<file path="src/verilog/rv_pkg.sv">
package rv_pkg;

  // architectural widths
  localparam int XLEN = 32;
  localparam int REG_ADDR_W = 5;
  localparam int NUM_REGS = 1 << REG_ADDR_W;

  typedef logic [XLEN-1:0] word_t;
  typedef logic [REG_ADDR_W-1:0] reg_idx_t;

  // funct7 values accepted for register-register operations
  localparam logic [6:0] FUNCT7_BASE = 7'b0000000;
  localparam logic [6:0] FUNCT7_ALT  = 7'b0100000;

  // rv32 major opcodes
  typedef enum logic [6:0] {
    OP_LOAD     = 7'b0000011,
    OP_MISC_MEM = 7'b0001111,
    OP_OP_IMM   = 7'b0010011,
    OP_AUIPC    = 7'b0010111,
    OP_STORE    = 7'b0100011,
    OP_OP       = 7'b0110011,
    OP_LUI      = 7'b0110111,
    OP_BRANCH   = 7'b1100011,
    OP_JALR     = 7'b1100111,
    OP_JAL      = 7'b1101111,
    OP_SYSTEM   = 7'b1110011
  } opcode_e;

  typedef enum logic [3:0] {
    ALU_ADD,
    ALU_SUB,
    ALU_SLL,
    ALU_SLT,
    ALU_SLTU,
    ALU_XOR,
    ALU_SRL,
    ALU_SRA,
    ALU_OR,
    ALU_AND,
    ALU_PASS_B
  } alu_op_e;

  typedef struct packed {
    opcode_e  opcode;
    logic [2:0] funct3;
    reg_idx_t rs1;
    reg_idx_t rs2;
    reg_idx_t rd;
    word_t    imm;
    alu_op_e  alu_op;
    logic     alu_use_imm;
    logic     reg_write;
    logic     is_load;
    logic     is_store;
    logic     is_branch;
    logic     is_jal;
    logic     is_jalr;
    logic     is_auipc;
    logic     is_ecall;
  } decoded_t;

  typedef struct packed {
    word_t      addr;
    word_t      wdata;
    logic [3:0] be;
  } dmem_req_t;

  typedef struct packed {
    logic     valid;
    word_t    pc;
    word_t    insn;
    logic     rd_we;
    reg_idx_t rd;
    word_t    rd_data;
  } retire_t;

endpackage
</file>
<file path="src/verilog/rv_core.sv">
`timescale 1ns/100ps

module rv_core #(
  parameter rv_pkg::word_t reset_pc = '0
) (
  input  logic              clk,
  input  logic              rst,
  output rv_pkg::word_t     imem_addr,
  input  rv_pkg::word_t     imem_data,
  output rv_pkg::dmem_req_t dmem_req,
  input  rv_pkg::word_t     dmem_rdata,
  output logic              halt,
  output rv_pkg::retire_t   trace
);
  import rv_pkg::*;

  word_t pc;
  word_t pc_next;
  word_t pc_plus_4;
  word_t pc_plus_imm;
  logic halted_q;
  decoded_t dec;
  word_t rs1_data;
  word_t rs2_data;
  word_t alu_b;
  word_t alu_result;
  logic branch_taken;
  word_t load_value;
  dmem_req_t lsu_req;
  word_t wb_data;
  logic rf_we;
  logic store_en;

  rv_decoder u_decoder (
    .insn (imem_data),
    .dec  (dec)
  );

  reg_file u_reg_file (
    .clk      (clk),
    .rst      (rst),
    .rs1      (dec.rs1),
    .rs2      (dec.rs2),
    .rd       (dec.rd),
    .we       (rf_we),
    .rd_data  (wb_data),
    .rs1_data (rs1_data),
    .rs2_data (rs2_data)
  );

  assign alu_b = dec.alu_use_imm ? dec.imm : rs2_data;

  rv_alu u_alu (
    .op           (dec.alu_op),
    .a            (rs1_data),
    .b            (alu_b),
    .funct3       (dec.funct3),
    .result       (alu_result),
    .branch_taken (branch_taken)
  );

  lsu u_lsu (
    .dec        (dec),
    .addr       (alu_result),
    .store_data (rs2_data),
    .dmem_rdata (dmem_rdata),
    .dmem_req   (lsu_req),
    .load_value (load_value)
  );

  assign pc_plus_4 = pc + 32'd4;
  assign pc_plus_imm = pc + dec.imm;

  // ecall holds the pc, so halt stays up until reset
  assign halt = ~rst & (dec.is_ecall | halted_q);
  assign store_en = ~rst & ~halt;
  assign rf_we = dec.reg_write & ~halt;

  always_comb begin
    if (halt) begin
      pc_next = pc;
    end else if (dec.is_jalr) begin
      pc_next = {alu_result[XLEN-1:1], 1'b0};
    end else if (dec.is_jal || (dec.is_branch && branch_taken)) begin
      pc_next = pc_plus_imm;
    end else begin
      pc_next = pc_plus_4;
    end
  end

  always_comb begin
    if (dec.is_load) begin
      wb_data = load_value;
    end else if (dec.is_jal || dec.is_jalr) begin
      wb_data = pc_plus_4;
    end else if (dec.is_auipc) begin
      wb_data = pc_plus_imm;
    end else begin
      wb_data = alu_result;
    end
  end

  always_ff @(posedge clk) begin
    if (rst) begin
      pc <= reset_pc;
      halted_q <= 1'b0;
    end else begin
      pc <= pc_next;
      halted_q <= halt;
    end
  end

  assign imem_addr = pc;

  always_comb begin
    dmem_req = lsu_req;
    dmem_req.be = store_en ? lsu_req.be : 4'b0000;
  end

  // the record describes the instruction presented this cycle
  assign trace.valid = ~rst & ~halted_q;
  assign trace.pc = pc;
  assign trace.insn = imem_data;
  assign trace.rd_we = rf_we;
  assign trace.rd = dec.rd;
  assign trace.rd_data = wb_data;

  // fetch addresses stay word-aligned across every jump and branch target
  pc_align_a: assert property (@(posedge clk) disable iff (rst) imem_addr[1:0] == 2'b00)
    else $error("misaligned fetch address %h", imem_addr);

endmodule

</file>
<file path="src/verilog/lsu.sv">
`timescale 1ns/100ps

module lsu (
  input  rv_pkg::decoded_t  dec,
  input  rv_pkg::word_t     addr,
  input  rv_pkg::word_t     store_data,
  input  rv_pkg::word_t     dmem_rdata,
  output rv_pkg::dmem_req_t dmem_req,
  output rv_pkg::word_t     load_value
);
  import rv_pkg::*;

  logic [1:0] offset;
  logic [4:0] lane_shift;
  word_t rdata_shifted;
  logic [3:0] be_base;

  assign offset = addr[1:0];
  assign lane_shift = {offset, 3'b000};

  // size from funct3[1:0]: byte, half, word
  always_comb begin
    case (dec.funct3[1:0])
      2'b00:   be_base = 4'b0001;
      2'b01:   be_base = 4'b0011;
      default: be_base = 4'b1111;
    endcase
  end

  always_comb begin
    dmem_req.addr = {addr[XLEN-1:2], 2'b00};
    dmem_req.wdata = store_data << lane_shift;
    dmem_req.be = dec.is_store ? (be_base << offset) : 4'b0000;
  end

  // bring the addressed lane down to bit 0
  assign rdata_shifted = dmem_rdata >> lane_shift;

  always_comb begin
    case (dec.funct3)
      3'b000: begin
        load_value = {{24{rdata_shifted[7]}}, rdata_shifted[7:0]};
      end
      3'b001: begin
        load_value = {{16{rdata_shifted[15]}}, rdata_shifted[15:0]};
      end
      3'b100: begin
        load_value = {24'b0, rdata_shifted[7:0]};
      end
      3'b101: begin
        load_value = {16'b0, rdata_shifted[15:0]};
      end
      default: begin
        load_value = dmem_rdata;
      end
    endcase
  end

endmodule

</file>
<file path="src/verilog/rv_alu.sv">
`timescale 1ns/100ps

module rv_alu (
  input  rv_pkg::alu_op_e op,
  input  rv_pkg::word_t   a,
  input  rv_pkg::word_t   b,
  input  logic [2:0]      funct3,
  output rv_pkg::word_t   result,
  output logic            branch_taken
);
  import rv_pkg::*;

  logic sub_sel;
  word_t b_adj;
  word_t sum;
  logic [4:0] shamt;
  logic eq;
  logic lt;
  logic ltu;

  // single adder, subtract via inverted operand and carry in
  assign sub_sel = (op == ALU_SUB);
  assign b_adj = sub_sel ? ~b : b;
  assign sum = a + b_adj + {{(XLEN-1){1'b0}}, sub_sel};

  assign shamt = b[4:0];
  assign eq = (a == b);
  assign lt = ($signed(a) < $signed(b));
  assign ltu = (a < b);

  always_comb begin
    case (op)
      ALU_ADD, ALU_SUB: result = sum;
      ALU_SLL:    result = a << shamt;
      ALU_SLT:    result = {{(XLEN-1){1'b0}}, lt};
      ALU_SLTU:   result = {{(XLEN-1){1'b0}}, ltu};
      ALU_XOR:    result = a ^ b;
      ALU_SRL:    result = a >> shamt;
      ALU_SRA:    result = $signed(a) >>> shamt;
      ALU_OR:     result = a | b;
      ALU_AND:    result = a & b;
      ALU_PASS_B: result = b;
      default:    result = sum;
    endcase
  end

  // branch condition from funct3
  always_comb begin
    case (funct3)
      3'b000:  branch_taken = eq;
      3'b001:  branch_taken = ~eq;
      3'b100:  branch_taken = lt;
      3'b101:  branch_taken = ~lt;
      3'b110:  branch_taken = ltu;
      3'b111:  branch_taken = ~ltu;
      default: branch_taken = 1'b0;
    endcase
  end

endmodule

</file>
<file path="src/verilog/reg_file.sv">
`timescale 1ns/100ps

module reg_file (
  input  logic             clk,
  input  logic             rst,
  input  rv_pkg::reg_idx_t rs1,
  input  rv_pkg::reg_idx_t rs2,
  input  rv_pkg::reg_idx_t rd,
  input  logic             we,
  input  rv_pkg::word_t    rd_data,
  output rv_pkg::word_t    rs1_data,
  output rv_pkg::word_t    rs2_data
);
  import rv_pkg::*;

  word_t regs [NUM_REGS];

  always_ff @(posedge clk) begin
    if (rst) begin
      for (int i = 0; i < NUM_REGS; i++) begin
        regs[i] <= '0;
      end
    end else if (we && rd != '0) begin
      regs[rd] <= rd_data;
    end
  end

  // read-before-write, x0 hardwired to zero
  assign rs1_data = (rs1 == '0) ? '0 : regs[rs1];
  assign rs2_data = (rs2 == '0) ? '0 : regs[rs2];

  // whatever the core writes back, x0 storage must stay clear
  x0_zero_a: assert property (@(posedge clk) disable iff (rst) regs[0] == '0)
    else $error("x0 holds a non-zero value");

endmodule

</file>
<file path="src/verilog/rv_decoder.sv">
`timescale 1ns/100ps

module rv_decoder (
  input  rv_pkg::word_t    insn,
  output rv_pkg::decoded_t dec
);
  import rv_pkg::*;

  word_t imm_i;
  word_t imm_s;
  word_t imm_b;
  word_t imm_j;
  word_t imm_u;
  logic [6:0] funct7;

  // funct3 plus the alternate bit (insn[30]) pick the ALU function
  function automatic alu_op_e alu_sel(input logic [2:0] f3, input logic alt);
    alu_op_e op;
    case (f3)
      3'b000:  op = alt ? ALU_SUB : ALU_ADD;
      3'b001:  op = ALU_SLL;
      3'b010:  op = ALU_SLT;
      3'b011:  op = ALU_SLTU;
      3'b100:  op = ALU_XOR;
      3'b101:  op = alt ? ALU_SRA : ALU_SRL;
      3'b110:  op = ALU_OR;
      default: op = ALU_AND;
    endcase
    return op;
  endfunction

  assign funct7 = insn[31:25];

  // immediate formats, all sign-extended from bit 31
  assign imm_i = {{20{insn[31]}}, insn[31:20]};
  assign imm_s = {{20{insn[31]}}, insn[31:25], insn[11:7]};
  assign imm_b = {{19{insn[31]}}, insn[31], insn[7], insn[30:25], insn[11:8], 1'b0};
  assign imm_j = {{11{insn[31]}}, insn[31], insn[19:12], insn[20], insn[30:21], 1'b0};
  assign imm_u = {insn[31:12], 12'b0};

  always_comb begin
    dec = '0;
    dec.opcode = opcode_e'(insn[6:0]);
    dec.funct3 = insn[14:12];
    dec.rs1 = insn[19:15];
    dec.rs2 = insn[24:20];
    dec.rd = insn[11:7];
    dec.alu_op = ALU_ADD;
    case (dec.opcode)
      OP_LUI: begin
        dec.reg_write = 1'b1;
        dec.alu_use_imm = 1'b1;
        dec.alu_op = ALU_PASS_B;
        dec.imm = imm_u;
      end
      OP_AUIPC: begin
        dec.reg_write = 1'b1;
        dec.is_auipc = 1'b1;
        dec.imm = imm_u;
      end
      OP_JAL: begin
        dec.reg_write = 1'b1;
        dec.is_jal = 1'b1;
        dec.imm = imm_j;
      end
      OP_JALR: begin
        dec.reg_write = 1'b1;
        dec.is_jalr = 1'b1;
        dec.alu_use_imm = 1'b1;
        dec.imm = imm_i;
      end
      OP_BRANCH: begin
        dec.is_branch = 1'b1;
        dec.alu_op = ALU_SUB;
        dec.imm = imm_b;
      end
      OP_LOAD: begin
        dec.reg_write = 1'b1;
        dec.is_load = 1'b1;
        dec.alu_use_imm = 1'b1;
        dec.imm = imm_i;
      end
      OP_STORE: begin
        dec.is_store = 1'b1;
        dec.alu_use_imm = 1'b1;
        dec.imm = imm_s;
      end
      OP_OP_IMM: begin
        dec.reg_write = 1'b1;
        dec.alu_use_imm = 1'b1;
        dec.imm = imm_i;
        // only srai uses the alternate bit; addi must never become a subtract
        dec.alu_op = alu_sel(insn[14:12], insn[30] & (insn[14:12] == 3'b101));
      end
      OP_OP: begin
        // other funct7 values (M extension) fall through as no-ops
        if (funct7 == FUNCT7_BASE || funct7 == FUNCT7_ALT) begin
          dec.reg_write = 1'b1;
          dec.alu_op = alu_sel(insn[14:12], insn[30]);
        end
      end
      OP_SYSTEM: begin
        dec.is_ecall = (insn[31:7] == '0);
      end
      OP_MISC_MEM: begin
        // fence has nothing to order in this core
        dec.imm = imm_i;
      end
      default: begin
        dec.imm = '0;
      end
    endcase
  end

endmodule

</file>
<file path="config.mk">
export PLATFORM = sky130hd
export DESIGN_NAME = rv_core
export DESIGN_NICKNAME = d
export VERILOG_FILES = /design/src/verilog/rv_pkg.sv /design/src/verilog/rv_core.sv /design/src/verilog/lsu.sv /design/src/verilog/rv_alu.sv /design/src/verilog/reg_file.sv /design/src/verilog/rv_decoder.sv
export SDC_FILE = /design/constraint.sdc
export NUM_CORES = 2
export LEC_CHECK = 0
export BUFFER_PORTS_ARGS = -buffer_cell sky130_fd_sc_hd__buf_2
export CAP_MARGIN = 20
export CORE_MARGIN = 2
export CORE_UTILIZATION = 55
export DETAILED_ROUTE_END_ITERATION = 10
export PLACE_DENSITY = 0.69
export SYNTH_ARGS = -nofsm -noshare
export SYNTH_HDL_FRONTEND = slang
export SYNTH_SLANG_ARGS = --single-unit
</file>
<file path="constraint.sdc">
create_clock -name clk -period 11.6 [get_ports clk]
set_input_delay 0.58 -clock clk [delete_from_list [all_inputs] [get_ports clk]]
set_output_delay 0.58 -clock clk [all_outputs]
set_load 0.005 [all_outputs]
</file>
==> flow_metrics.py <==
metrics = {
    "setup_path": {
        "r2r-start": "u_reg_file.regs[28][15]$_SDFFCE_PN0P_",
        "crit_arrival_ps": 9910,
        "path_max_fanout": 86,
        "crit_type": "in -> out",
        "critical_path.startpoint": "imem_data[16]",
        "cp-end-kind": "output pin",
        "cp-start-kind": "input pin",
        "critPathRequiredTime_ps": 11020,
    },
    "final_layout": {
        "syn2layout_area_growth_pct": 10.1,
        "fin_cells": 7935,
        "fill_cells": 10300,
        "layout.nets": 6382,
        "drive_gt1_share_pct": 25.0,
    },
    "synthesis": {
        "synth_edf_count": 1024,
        "async_reset_ff_share_pct": 0,
        "synthAdderAreaFrac_pct": 2.86,
        "synth-simple-area-share_pct": 12.1,
        "synth.distinct_cells": 110,
        "muxShareOfSynthArea_pct": 20.9,
        "synth_seq_cells": 1057,
        "synth_top_family_by_area": "multiplexers",
        "synth_compound_area_share_pct": 13.3,
        "synth_flop_cell": "edfxtp_1",
        "synth_area_sq_um": 71000,
        "yosys.area_share.xor_xnor_pct": 1.36,
        "seq_area_frac_synth_pct": 44.2,
        "yosysWarnings": 0,
        "avgSynthCellArea_sq_um": 11.7,
        "syn_inst": 6089,
    },
    "floorplan": {
        "dieHeight_microns": 363,
        "start_util_pct": 55.5,
        "die_w_microns": 363,
        "pin_count": 270,
        "fp.coreArea_sq_um": 128000,
        "row_count": 131,
        "die-area_sq_um": 132000,
    },
    "cts": {
        "ctsHoldBuffers": 0,
        "cts_buffer_depth": 3,
        "cts_buffers": 110,
        "cts_resized": 0,
        "post_cts_buffers": 0,
        "htreeDepth": 3,
        "clock_sink_count": 1057,
        "clk_latency_ps": 790,
        "cts_tree": "built",
        "cts_root_buf": "clkbuf_16",
        "path_clk_slew_ps": 60,
    },
    "placement": {
        "dpl.cell_count": 7699,
        "io_buffers": 267,
        "globalplace.congestion": 1.14,
        "dp_hpwl_microns": 233000,
    },
    "global_route": {
        "grt_pass1_vias": 59600,
        "antenna_found_initial": 27,
        "grt_usage_pct": 52.5,
        "grt-ovfl-total": 0,
        "grt_pass1_wl_microns": 476000,
        "grt_max_degree": 87,
    },
    "hold_path": {
        "hold_start": "rst",
        "hp-class": "in -> reg",
    },
    "timing": {
        "hold_viol": 0,
        "rsz0062_at_grt": "false",
        "fmax_mhz": 95.4,
        "post-route-min-period_ps": 10490,
        "fin_crit_sh_pct": 90.4,
        "slew_headroom_pct": 6.28,
        "whs_ps": 437,
        "setup_viol": 0,
        "maxSlewViolCount": 0,
        "tightest_slew_ps": 1400,
        "tns_ps": 0,
        "finClkSkew_ps": 74.2,
    },
    "power_and_ir_drop": {
        "p_per_area_nw_per_um2": 156,
        "p_leak_nw": 29.3,
        "ir_drop_mv": 0.171,
    },
    "drt": {
        "routed_via_density": 8.03,
        "drt-initial-drc-count": 12800,
        "finalWirelength_microns": 351000,
        "post_drt_wl_per_cell_microns": 44.2,
        "drcViolationCount": 2,
        "antenna_left": 0,
        "drtPass1Iterations": 11,
        "vias": 63800,
    },
    "status": {
        "violations": "DRC",
        "outcome": "complete, but fails checks",
    },
    "run": {
        "drv_cap": 0,
    },
}
[critical path, stage by stage]
cell and delay [ps]:
buf_8 660, buf_4 650, nor3_1 140, nand2_1 450, nand2_1 840, o22ai_2 1080, ha_1 570, nor4_1 700
o211ai_1 480, a21oi_1 300, a221o_1 220, nor3_1 60, o21ai_0 520, a31oi_2 380, nor3_1 310, o21ba_2 590
buf_12 260, a2111oi_4 70, nor2_1 620, buf_2 240
[where the power goes]
group | internal, W | total [W] | switching, W
Sequential | 0.00431 | 0.00439 | 0.0000805
Clock | 0.00199 | 0.00362 | 0.00163
Combinational | 0.00118 | 0.00416 | 0.00298
Total | 0.00749 | 0.0122 | 0.00469
[layer usage]
| layer | track usage [%] | vias up | share of wire [%] |
|---|---|---|---|
| li1 | - | 23900 | - |
| met1 | 60.9 | 31000 | 31 |
| met2 | 73.7 | 6929 | 41 |
| met3 | 23.4 | 1925 | 17 |
| met4 | 46.1 | 26 | 11 |
| met5 | 0 | - | 0.059 |
[area by class of cell]
| cell class | count | area (sq um) | area share (%) |
|---|---|---|---|
| Antenna cell | 30 | 75.1 | 0.0960 |
| Clock buffer | 133 | 2840 | 3.63 |
| Clock inverter | 67 | 717 | 0.917 |
| Inverter | 127 | 478 | 0.611 |
| Multi-Input combinational cell | 4264 | 36600 | 46.8 |
| Sequential cell | 1057 | 31400 | 40.2 |
| Tap cell | 1662 | 2080 | 2.66 |
| Timing Repair Buffer | 595 | 3960 | 5.06 |
[cells in the final DEF, fill, tap and decap left out, drive strengths merged, types with 80 or more instances in the layout]
cell type  instances
nand3            141
buf              593
a21oi            365
mux4             522
edfxtp          1024
o21ai            178
o211ai            80
nor2             625
ha               159
nor3             443
mux2i            252
clkbuf           135
xnor2             84
a211oi           119
inv              126
a22oi            103
nand2            266
[logic make-up after synthesis]
kind of cell               count (synthesis)
muxes                                    822
and+or+nand+nor                         1808
buffers and inverters                    801
DFF                                     1057
xor gates and xnor gates                 110
other                                      1
AOI/OAI and AO/OA                       1329
adders and majority gates                161
[path summary, 6_finish.rpt]
kind,slack (ps),end,cells past startpoint
min,440,halted_q$_SDFF_PP0_,2
max reg2reg,2950,u_reg_file.regs[12][12]$_SDFFCE_PN0P_,19
max,1110,trace[28],20
min reg2reg,490,halted_q$_SDFF_PP0_,2
[state kept, by name, summed over array words and instances (netlist names)]
name and count:
imem_addr 32, halted_q 1, u_reg_file.regs 1024
[Yosys cell counts (17+ instances only)]
library cell / count / area share [%]
a211o_1: 20 / 0.25
a211oi_1: 54 / 0.57
a211oi_2: 65 / 1.1
a21o_1: 77 / 0.81
a21oi_1: 363 / 2.6
a221oi_1: 18 / 0.22
a22o_1: 31 / 0.38
a22oi_1: 102 / 1.1
a31oi_1: 41 / 0.36
and2_1: 39 / 0.34
and3_1: 33 / 0.29
buf_1: 58 / 0.31
buf_2: 104 / 0.73
buf_4: 111 / 1.2
buf_6: 22 / 0.35
clkbuf_1: 377 / 2.0
dfxtp_1: 33 / 0.93
edfxtp_1: 1024 / 43
ha_1: 159 / 2.8
inv_1: 121 / 0.64
mux2_2: 48 / 0.76
mux2i_1: 250 / 3.5
mux4_2: 522 / 17
nand2_1: 265 / 1.4
nand2b_1: 58 / 0.51
nand3_1: 141 / 0.99
nand4_1: 46 / 0.41
nor2_1: 622 / 3.3
nor2b_1: 53 / 0.47
nor3_1: 432 / 3.0
o211ai_1: 80 / 0.85
o21a_1: 28 / 0.30
o21ai_0: 171 / 1.2
o221ai_1: 17 / 0.21
o22ai_1: 39 / 0.34
o31ai_1: 18 / 0.19
or3_1: 18 / 0.16
xnor2_1: 84 / 1.0
xor2_1: 26 / 0.32
[per-stage QoR]
step	setup slack (ps)	util (%)	instance area, sq um	power, W
global placement	2110	58.2	74500	0.00832
floorplan	2970	-	71100	0.00659
global route	1420	61.1	78100	0.0123
finish	1110	61.1	78200	0.0122
CTS	1990	61.0	78000	0.0118
detailed placement	2010	58.2	74500	0.00833
(Power assumes the default switching activity.)
